[src/hw/fixed_point_pkg.sv]
//==========================================================
// Fixed point package: spectrum sample format and the
// saturating magnitude helpers used on each bin
//==========================================================
`default_nettype none

package fixed_point_pkg;

  // Signed 8.8 real and imaginary parts
  localparam int SAMPLE_W  = 16;
  localparam int FRAC_BITS = 8;
  localparam int MAG_W     = 16;

  // |x|, with the most negative code pinned to the largest positive one
  function automatic logic [SAMPLE_W-1:0] abs_sat(input logic signed [SAMPLE_W-1:0] x);
    logic signed [SAMPLE_W-1:0] most_neg;
    most_neg = {1'b1, {(SAMPLE_W-1){1'b0}}};
    if (x == most_neg) begin
      abs_sat = {1'b0, {(SAMPLE_W-1){1'b1}}};
    end else if (x < 0) begin
      abs_sat = -x;
    end else begin
      abs_sat = x;
    end
  endfunction

  // max + min/2, clipped to the magnitude range
  function automatic logic [MAG_W-1:0] mag_approx(input logic signed [SAMPLE_W-1:0] re,
                                                  input logic signed [SAMPLE_W-1:0] im);
    logic [SAMPLE_W-1:0] a;
    logic [SAMPLE_W-1:0] b;
    logic [MAG_W:0]      sum;
    a = abs_sat(re);
    b = abs_sat(im);
    if (a >= b) begin
      sum = (MAG_W+1)'(a) + (MAG_W+1)'(b >> 1);
    end else begin
      sum = (MAG_W+1)'(b) + (MAG_W+1)'(a >> 1);
    end
    mag_approx = sum[MAG_W] ? {MAG_W{1'b1}} : sum[MAG_W-1:0];
  endfunction

endpackage

`default_nettype wire

[src/hw/classifier_pkg.sv]
//==========================================================
// Classifier package: control states and result widths
//==========================================================
`default_nettype none

package classifier_pkg;

  // Handshake FSM states
  typedef enum logic [1:0] {
    IDLE = 2'd0,
    CALC = 2'd1,
    DONE = 2'd2
  } ctrl_state_t;

  // Peak index width of the result
  localparam int BIN_IDX_W = 4;

  // Largest frame the index can address
  localparam int MAX_BINS = 2 ** BIN_IDX_W;

endpackage

`default_nettype wire

[src/hw/bin_magnitude.sv]
//==========================================================
// Bin magnitude: captures a spectrum frame and registers
// the approximate magnitude of every bin
//==========================================================
`timescale 1ns/1ps
`default_nettype none

module bin_magnitude
  import fixed_point_pkg::*;
#(
  parameter int N_BINS = 8
) (
  input  logic                         clk,
  input  logic                         reset,
  input  logic                         load,
  input  logic [N_BINS*2*SAMPLE_W-1:0] recv_msg,
  output logic [N_BINS*MAG_W-1:0]      mags
);

  localparam int SLOT_W = 2 * SAMPLE_W;

  logic [N_BINS*SLOT_W-1:0] frame_q;
  logic [N_BINS*MAG_W-1:0]  mags_next;
  logic                     load_d;

  //==========================================================
  // Input register
  //==========================================================
  always_ff @(posedge clk) begin
    if (reset) begin
      frame_q <= '0;
    end else if (load) begin
      frame_q <= recv_msg;
    end
  end

  // Marks the cycle after capture, when the frame is stable
  always_ff @(posedge clk) begin
    if (reset) begin
      load_d <= 1'b0;
    end else begin
      load_d <= load;
    end
  end

  //==========================================================
  // Per-bin magnitude
  //==========================================================
  // Real part in the low half of each slot, imaginary in the high half
  for (genvar k = 0; k < N_BINS; k++) begin : g_bin
    logic signed [SAMPLE_W-1:0] re;
    logic signed [SAMPLE_W-1:0] im;

    assign re = frame_q[k*SLOT_W +: SAMPLE_W];
    assign im = frame_q[k*SLOT_W+SAMPLE_W +: SAMPLE_W];
    assign mags_next[k*MAG_W +: MAG_W] = mag_approx(re, im);
  end

  always_ff @(posedge clk) begin
    if (reset) begin
      mags <= '0;
    end else if (load_d) begin
      mags <= mags_next;
    end
  end

  //==========================================================
  // Checks
  //==========================================================
  // Back-to-back frames would overwrite the input register mid-pipeline
  a_load_spaced: assert property (
    @(posedge clk) disable iff (reset) load |=> !load
  ) else $error("bin_magnitude: load asserted in two consecutive cycles");

endmodule

`default_nettype wire

[src/hw/tone_detector.sv]
//==========================================================
// Tone detector: highpass mask, peak search and threshold
// compare over registered bin magnitudes
//==========================================================
`timescale 1ns/1ps
`default_nettype none

module tone_detector
  import fixed_point_pkg::*;
  import classifier_pkg::*;
#(
  parameter int N_BINS     = 8,
  parameter int CUTOFF_BIN = 2,
  parameter int CUTOFF_MAG = 5120
) (
  input  logic                    clk,
  input  logic                    reset,
  input  logic                    detect,
  input  logic [N_BINS*MAG_W-1:0] mags,
  output logic                    tone,
  output logic [BIN_IDX_W-1:0]    peak_bin,
  output logic                    result_valid
);

  localparam logic [MAG_W-1:0] THRESH = MAG_W'(CUTOFF_MAG);

  logic [MAG_W-1:0]     best_mag;
  logic [BIN_IDX_W-1:0] best_idx;

  //==========================================================
  // Peak search over the passing bins
  //==========================================================
  // Bins below CUTOFF_BIN never enter the search.
  // Strict compare keeps the lowest index on ties
  always_comb begin
    best_mag = mags[CUTOFF_BIN*MAG_W +: MAG_W];
    best_idx = BIN_IDX_W'(CUTOFF_BIN);
    for (int k = CUTOFF_BIN + 1; k < N_BINS; k++) begin
      if (mags[k*MAG_W +: MAG_W] > best_mag) begin
        best_mag = mags[k*MAG_W +: MAG_W];
        best_idx = BIN_IDX_W'(k);
      end
    end
  end

  //==========================================================
  // Result register
  //==========================================================
  always_ff @(posedge clk) begin
    if (reset) begin
      tone     <= 1'b0;
      peak_bin <= '0;
    end else if (detect) begin
      tone     <= best_mag > THRESH;
      peak_bin <= best_idx;
    end
  end

  // Single-cycle done strobe
  always_ff @(posedge clk) begin
    if (reset) begin
      result_valid <= 1'b0;
    end else begin
      result_valid <= detect;
    end
  end

  //==========================================================
  // Elaboration checks
  //==========================================================
  if (CUTOFF_BIN >= N_BINS) begin : g_bad_cutoff
    $error("tone_detector: CUTOFF_BIN (%0d) must be below N_BINS (%0d)",
           CUTOFF_BIN, N_BINS);
  end

  if (N_BINS < 2 || N_BINS > MAX_BINS) begin : g_bad_bins
    $error("tone_detector: N_BINS (%0d) out of range 2..%0d", N_BINS, MAX_BINS);
  end

endmodule

`default_nettype wire

[src/hw/classifier_ctrl.sv]
//==========================================================
// Classifier control: val/rdy handshake FSM that walks a
// frame through the magnitude and detector stages
//==========================================================
`timescale 1ns/1ps
`default_nettype none

module classifier_ctrl
  import classifier_pkg::*;
(
  input  logic clk,
  input  logic reset,
  input  logic recv_val,
  output logic recv_rdy,
  input  logic send_rdy,
  output logic send_val,
  output logic load,
  output logic detect,
  input  logic result_valid
);

  ctrl_state_t state;
  ctrl_state_t state_next;
  logic        calc_first;

  //==========================================================
  // State register and next state
  //==========================================================
  always_ff @(posedge clk) begin
    if (reset) begin
      state <= IDLE;
    end else begin
      state <= state_next;
    end
  end

  // A result taken in the same cycle it appears skips DONE
  always_comb begin
    state_next = state;
    case (state)
      IDLE: if (recv_val) state_next = CALC;
      CALC: if (result_valid) state_next = send_rdy ? IDLE : DONE;
      DONE: if (send_rdy) state_next = IDLE;
      default: state_next = IDLE;
    endcase
  end

  //==========================================================
  // Handshake outputs
  //==========================================================
  assign recv_rdy = (state == IDLE);
  assign load     = recv_rdy && recv_val;
  assign send_val = (state == DONE) || ((state == CALC) && result_valid);

  // Detect is issued in the first CALC cycle and lands as the
  // magnitudes get registered
  always_ff @(posedge clk) begin
    if (reset) begin
      calc_first <= 1'b0;
      detect     <= 1'b0;
    end else begin
      calc_first <= load;
      detect     <= (state == CALC) && calc_first;
    end
  end

  //==========================================================
  // Checks
  //==========================================================
  // Leaving IDLE never offers a result straight away
  a_idle_no_send: assert property (
    @(posedge clk) disable iff (reset) (state == IDLE) |=> !send_val
  ) else $error("classifier_ctrl: send_val rose on leaving IDLE");

  // Input stays blocked while the frame walks the pipeline
  a_accept_only_idle: assert property (
    @(posedge clk) disable iff (reset)
      load |=> !recv_rdy [*2] ##1 (send_val && !recv_rdy)
  ) else $error("classifier_ctrl: frame latency or input stall broken");

  // The detector must only finish a frame the FSM is waiting on
  a_result_in_calc: assert property (
    @(posedge clk) disable iff (reset) result_valid |-> (state == CALC)
  ) else $error("classifier_ctrl: result_valid outside CALC");

endmodule

`default_nettype wire

[src/hw/classifier.sv]
//==========================================================
// Spectral tone classifier: flags a tone above threshold in
// the passing bins of one frame and reports the peak bin
//==========================================================
`timescale 1ns/1ps
`default_nettype none

module classifier
  import fixed_point_pkg::*;
  import classifier_pkg::*;
#(
  parameter int N_BINS     = 8,
  parameter int CUTOFF_BIN = 2,
  // 20.0 in 8.8
  parameter int CUTOFF_MAG = 20 << FRAC_BITS
) (
  input  logic                         clk,
  input  logic                         reset,

  input  logic                         recv_val,
  output logic                         recv_rdy,
  input  logic [N_BINS*2*SAMPLE_W-1:0] recv_msg,

  output logic                         send_val,
  input  logic                         send_rdy,
  output logic                         send_msg,
  output logic [BIN_IDX_W-1:0]         send_bin
);

  logic                    load;
  logic                    detect;
  logic                    result_valid;
  logic [N_BINS*MAG_W-1:0] mags;

  // Handshake FSM
  classifier_ctrl ctrl_i (
    .clk          (clk),
    .reset        (reset),
    .recv_val     (recv_val),
    .recv_rdy     (recv_rdy),
    .send_rdy     (send_rdy),
    .send_val     (send_val),
    .load         (load),
    .detect       (detect),
    .result_valid (result_valid)
  );

  // Frame capture and magnitudes
  bin_magnitude #(
    .N_BINS (N_BINS)
  ) mag_i (
    .clk      (clk),
    .reset    (reset),
    .load     (load),
    .recv_msg (recv_msg),
    .mags     (mags)
  );

  // Highpass, peak and threshold
  tone_detector #(
    .N_BINS     (N_BINS),
    .CUTOFF_BIN (CUTOFF_BIN),
    .CUTOFF_MAG (CUTOFF_MAG)
  ) det_i (
    .clk          (clk),
    .reset        (reset),
    .detect       (detect),
    .mags         (mags),
    .tone         (send_msg),
    .peak_bin     (send_bin),
    .result_valid (result_valid)
  );

endmodule

`default_nettype wire

[config.mk]
export PLATFORM = sky130hd
export DESIGN_NAME = classifier
export DESIGN_NICKNAME = d
export VERILOG_FILES = /design/src/hw/fixed_point_pkg.sv /design/src/hw/classifier_pkg.sv /design/src/hw/bin_magnitude.sv /design/src/hw/tone_detector.sv /design/src/hw/classifier_ctrl.sv /design/src/hw/classifier.sv
export SDC_FILE = /design/constraint.sdc
export NUM_CORES = 2
export LEC_CHECK = 0
export ABC_AREA = 1
export BUFFER_PORTS_ARGS = -buffer_cell sky130_fd_sc_hd__buf_4
export CAP_MARGIN = 20
export CORE_UTILIZATION = 68
export CTS_BUF_LIST = sky130_fd_sc_hd__clkbuf_2 sky130_fd_sc_hd__clkbuf_4 sky130_fd_sc_hd__clkbuf_8
export CTS_CLUSTER_SIZE = 10
export DETAILED_ROUTE_END_ITERATION = 10
export PLACE_DENSITY = 0.9
export SLEW_MARGIN = 15
export SYNTH_ARGS = -nofsm -noshare
export SYNTH_HDL_FRONTEND = slang
export SYNTH_SLANG_ARGS = --single-unit
export TNS_END_PERCENT = 10
[constraint.sdc]
create_clock -name clk -period 13.95 [get_ports clk]
set_input_delay 2.79 -clock clk [delete_from_list [all_inputs] [get_ports clk]]
set_output_delay 2.79 -clock clk [all_outputs]
set_load 0.005 [all_outputs]
[Word-level counts from Yosys, hierarchy flattened]
Cells that the tools add are included.
Storage, ports and cells
  register bits after elaboration: 394
  logic and storage cells: 160
Cells by class
  add/sub/neg operators: 32
  order comparisons: 30
  equality and inequality tests: 21
  muxes and demuxes: 63
  reductions and logical operators: 6
Operator list (count)
  2-to-1 mux 16 bit: 45
  adder 16 x 15 -> 17 bit: 16
  == test 16 bit (second input constant): 16
  < comparator 16 x 1 -> 1 bit (second input constant): 16
  negation 16 bit: 16
  2-to-1 mux 17 bit: 8
  greater-or-equal comparator 16 bit: 8
  > comparator 16 bit: 5
  > comparator 16 x 13 -> 1 bit (second input constant): 1
  2-to-1 mux 3 bit: 4
  2-to-1 mux 2 bit: 4
  case mux 2 bit (3 select lines): 1
  != test 2 bit (second input constant): 2
  logical AND 1 bit: 3
  AND reduction 3 bit: 1
  == test 2 x 1 -> 1 bit (second input constant): 1
  == test 2 bit (second input constant): 1
  zero test 2 bit: 1
  != test 2 x 1 -> 1 bit (second input constant): 1
  logical OR 1 bit: 1
  2-to-1 mux 1 bit: 1

[Logic depth before layout (Yosys ltp)]
  word-level depth: 11
  gate-level depth with buffers: 71
  depth with buffers taken out: 69

[By module]
Synthesis repeated with hierarchy kept, for this count alone.
Unflattened totals
  cell total of the unflattened synthesis: 7119
  area, all modules: 42380.6 um^2
By module, submodules not included
  bin_magnitude: times used 1, cells each 6556, area an instance 38968.6 um^2, seq. area each 7707.4 um^2
  tone_detector: times used 1, cells each 541, area an instance 3240.6 um^2, seq. area each 100.1 um^2
  classifier_ctrl: times used 1, cells each 22, area an instance 171.4 um^2, seq. area each 80.1 um^2

[Least setup slack after synthesis]
No wires, ideal clock.
  kind: register to register
  start point: reg mag_i.mags[47]
  end point: reg det_i.tone
  setup time: 0.132 ns
  arrival time: 7.784 ns
  slack: 6.034 ns
  cell stages (with the launch flop): 53
  buffers on the path: 4
  clock period less this slack: 7.916 ns
  cell sequence: dfxtp_1 -> inv_1 -> ha_1 -> nand2_1 -> nor3_2 -> nand4_2 -> nand2_2 -> clkbuf_1 -> nand2_1 -> o21ai_0 -> ha_1 -> a21oi_1 -> nand3b_1 -> a21oi_1 -> a2111oi_0 -> nand2_2 -> nand2_4 -> clkbuf_1 -> [17 not listed] -> buf_2 -> or2_2 -> nand2_1 -> ha_1 -> a21oi_1 -> nor2_1 -> a2111oi_0 -> nand2_1 -> nand2_1 -> clkinv_1 -> nand2_1 -> nand2_1 -> nor2_1 -> nand2_1 -> nor2_1 -> nand2_1 -> nand2_1 -> a21oi_1
Between the ends
  longest elaborated chain between the ends: 11
RTL lines
  start, declared: line bin_magnitude.sv:17  | output logic [N_BINS*MAG_W-1:0] mags
  start signal, assigned: line bin_magnitude.sv:63  | mags <= mags_next;
  > comparator 16 bit: line tone_detector.sv:39  | if (mags[k*MAG_W +: MAG_W] > best_mag) begin
  2-to-1 mux 16 bit *: line tone_detector.sv:39
  > comparator 16 bit: line tone_detector.sv:39
  2-to-1 mux 16 bit *: line tone_detector.sv:39
  > comparator 16 bit: line tone_detector.sv:39
  2-to-1 mux 16 bit *: line tone_detector.sv:39
  > comparator 16 bit: line tone_detector.sv:39
  2-to-1 mux 16 bit *: line tone_detector.sv:39
  > comparator 16 bit: line tone_detector.sv:39
  2-to-1 mux 16 bit *: line tone_detector.sv:39
  > comparator 16 x 13 -> 1 bit *: line tone_detector.sv:54  | tone <= best_mag > THRESH;
  end signal, assigned: line tone_detector.sv:54
  end, declared: line tone_detector.sv:20  | output logic tone,
Mark *: on every way between the ends. The rest lies on a longest branch, timed or not.
A chain may end at the register's enable or synchronous reset.

[Final worst setup path]
Same ends and word-level chain as after synthesis.

==> results by group <==
Status
  – Status: complete, no violations

Route
  – Mean number of vias per cell: about 5.7
  – Total routed wirelength: ~69000 um
  – Initial DRC count: 1881
  – Pre-antenna DRT Iters: 6
  – Routed Antenna Nets: 0
  – Routed vias: roughly 28000
  – Routed WL per cell: around 14 um
  – DRC viols: 0

Logic synthesis
  – Ys async rst share: 0%
  – Yosys cell types: 65
  – Synth warn: 0
  – Post-synth EDFFs: 0
  – Mapped Cells: 4277
  – Mapped Area: ~28000 um^2
  – Dominant synthesized flop cell: dfxtp_1
  – Seq cells post-synth: 297
  – Syn nets: between 4000 and 5000
  – Avg Inst Size Synth: 6.51 um^2
  – Register area share after synthesis: 21.4%

Critical path
  – Worst-path maximum fanout: 33
  – CP peak stage delay: ~0.63 ns
  – FF-to-FF setup slack: about 3.2 ns
  – Critical Path Slowest Stage Cell: nand2_1
  – Critical path startpoint: mag_i.mags[47]
  – FF-to-FF Start: mag_i.mags[47]
  – CP dominant cell by count: nand2_1
  – Critical Path AT: around 11 ns
  – R2r endpoint: det_i.tone
  – Req. time, crit path: between 10 and 15 ns
  – CP Capture Type: flop
  – Crit path kind: reg2reg
  – Worst R2R Path Depth: 50
  – CP Launch Type: flop

Power
  – Peak VDD IR: between 0.09 and 0.1 mV
  – PD cells: 142 nW/um^2
  – Static Leak: between 15 and 20 nW

GRT
  – Initial antenna violation count: 0
  – Global-route wire length before repair: approximately 120000 um
  – Gr ovfl total: 0
  – Number of global-route vias before repair: 25700
  – Largest net degree at the start of global routing: 158
  – All-layer global routing usage: between 30% and 40%

Placed design
  – Port Buf Inserts: between 200 and 250
  – Gpl congestion: about 0.96
  – DP Worst Slack: 3.59 ns
  – Post-DP HPWL: roughly 53000 um

STA
  – Max_slew headroom: between 30% and 40%
  – Fmax: slightly above 0.09 GHz
  – Setup TNS: 0 ns
  – Hold Vio Cnt, Final: 0
  – # setup viols final: 0
  – Final WS setup: 3.24 ns
  – Slew Limit Fails: 0
  – Final min period: approximately 11 ns
  – Tcrit/Tclk final: 76.8%
  – Slew @ Worst Pin: ~1.0 ns
  – RSZ-0062 raised after global routing: no
  – Setup Skew: roughly 0.017 ns

CTS
  – CTS resizes: 0
  – Clk_lat worst skew: 0.66 ns
  – Clock tree sinks: 297
  – H-tree Lvls: 2
  – CTS Buf Count: 52
  – CTS root buffer: clkbuf_8
  – Number of setup buffers added after CTS: 0
  – Longest Clk Path Bufs: 3
  – TritonCTS clock tree: built
  – Clk pin slew, worst setup/hold paths: roughly 0.060 ns
  – Hold_buf cts: 0

Final layout
  – Most frequent cells in the layout: nand2_1 (741), inv_1 (589), nor2_1 (555)
  – Seq. cell area: 5950 um^2
  – Layout cells sized above 1: under 10%
  – P&R area growth vs syn: 10.3%
  – Post-layout nets: about 5000
  – Most common cell after layout, fill and taps aside: nand2_1
  – Diode count: 0
  – Filler cell count: 3213
  – Multi-input logic area: approximately 19000 um^2

Hold path
  – Hold path startpoint: mag_i.mags[48]
  – Hold endpoint: mag_i.mags[48]
  – Hold Crit Class: reg2reg
  – Hold path depth: 2

Die
  – Die Y-Extent: a little over 200 um
  – Die area: roughly 42000 um^2
  – Initial Utilization: 69.4%
  – # rows: 73
  – Area of the core: approximately 40000 um^2
  – # IOs: about 270
  – Die X: 204 um

Run
  – Max-cap violations: 0
## registers in the layout, summed over array words and instances (netlist names)
signal	flops
det_i.peak_bin	3
det_i.tone	1
ctrl_i.detect	1
ctrl_i.calc_first	1
det_i.result_valid	1
mag_i.mags	96
mag_i.frame_q	192
ctrl_i.state	2
## cell type report
type / count / area share, %
Multi-Input combinational cell: 3238 / 62.2
Timing Repair Buffer: 211 / 5.16
Clock buffer: 80 / 3.30
Clock inverter: 11 / 0.473
Tap cell: 525 / 2.14
Sequential cell: 297 / 19.4
Inverter: 605 / 7.41
## synthesized netlist by cell type, types with 8 or more instances
cell | n | area [um^2]
o21ai_0 | 390 | 1950
a21oi_1 | 318 | 1590
a211oi_1 | 16 | 120
nand2_2 | 8 | 50.1
ha_1 | 366 | 4580
nand4_1 | 23 | 144
xor2_1 | 106 | 928
nand3b_1 | 16 | 120
o211ai_1 | 22 | 165
a221oi_1 | 11 | 96.3
o22ai_1 | 24 | 150
or2_2 | 37 | 231
inv_1 | 589 | 2210
nor2_1 | 555 | 2080
fa_1 | 12 | 240
a31oi_1 | 26 | 163
buf_1 | 9 | 33.8
clkinv_1 | 11 | 41.3
clkbuf_1 | 119 | 447
nor3b_1 | 12 | 90.1
o21bai_1 | 33 | 248
and2_1 | 18 | 113
nand2_1 | 742 | 2790
dfxtp_1 | 297 | 5950
o21ai_1 | 17 | 85.1
nand3_1 | 189 | 946
nor3_1 | 104 | 521
nor4_1 | 13 | 81.3
xnor2_1 | 61 | 534
o221ai_1 | 45 | 394
## power breakdown
group	internal, mW	switching, mW	total [mW]
Clock	0.516	0.377	0.893
Sequential	0.924	0.0835	1.01
Combinational	0.915	1.55	2.46
Total	2.36	2.01	4.36
## worst max path at each step
stage | cells past startpoint | slack, ns | endpoint
global placement | 51 | 3.71 | det_i.tone
finish | 50 | 3.24 | det_i.tone
global route | 50 | 2.50 | det_i.tone
detailed placement | 51 | 3.59 | det_i.tone
CTS | 51 | 3.50 | det_i.tone
floorplan | 52 | 6.03 | det_i.tone
## through the flow
step	hold WS [ns]	total power [mW]	area, um^2	std cells	util (%)
after CTS	0.493	4.34	30700	4967	76.6
after detailed placement	0.472	3.43	29600	4876	73.7
after floorplan	0.444	2.90	27800	4277	-
after global routing	0.521	4.76	30700	4967	76.6
after global placement	0.457	3.35	29600	4876	73.7
final	0.488	4.36	30700	4967	76.6
## critical path, delay by kind of cell, from the launching register on
kind | cells | cell delay (ns)
and+or+nand+nor | 27 | 4.48
AOI/OAI and AO/OA | 13 | 3.26
adders and majority gates | 5 | 1.45
buffers and inverters | 5 | 1.08
DFF | 1 | 0.32
## cells by family (layout without fill, tap and decap cells)
group                    count (synthesis)  count (layout)  synth area share (%)
AND/OR/NAND/NOR                       1738            1738                  26.5
AO/OA/AOI/OAI                          950             950                  19.3
buffers and inverters                  742             907                  10.1
adder cells (fa/ha/maj)                378             378                  17.3
flip-flops                             297             297                  21.4
XOR/XNOR                               167             167                  5.25
multiplexers                             4               4                 0.144
other                                    1               1                0.0135
## per-layer routing
layer	global-route usage [%]	wire (um)	vias up
li1	-	-	14500
met1	40.4	30000	12800
met2	57.6	33100	796
met3	3.70	3760	138
met4	11.7	1960	0
met5	0	0	-
(Power assumes the default switching activity.)
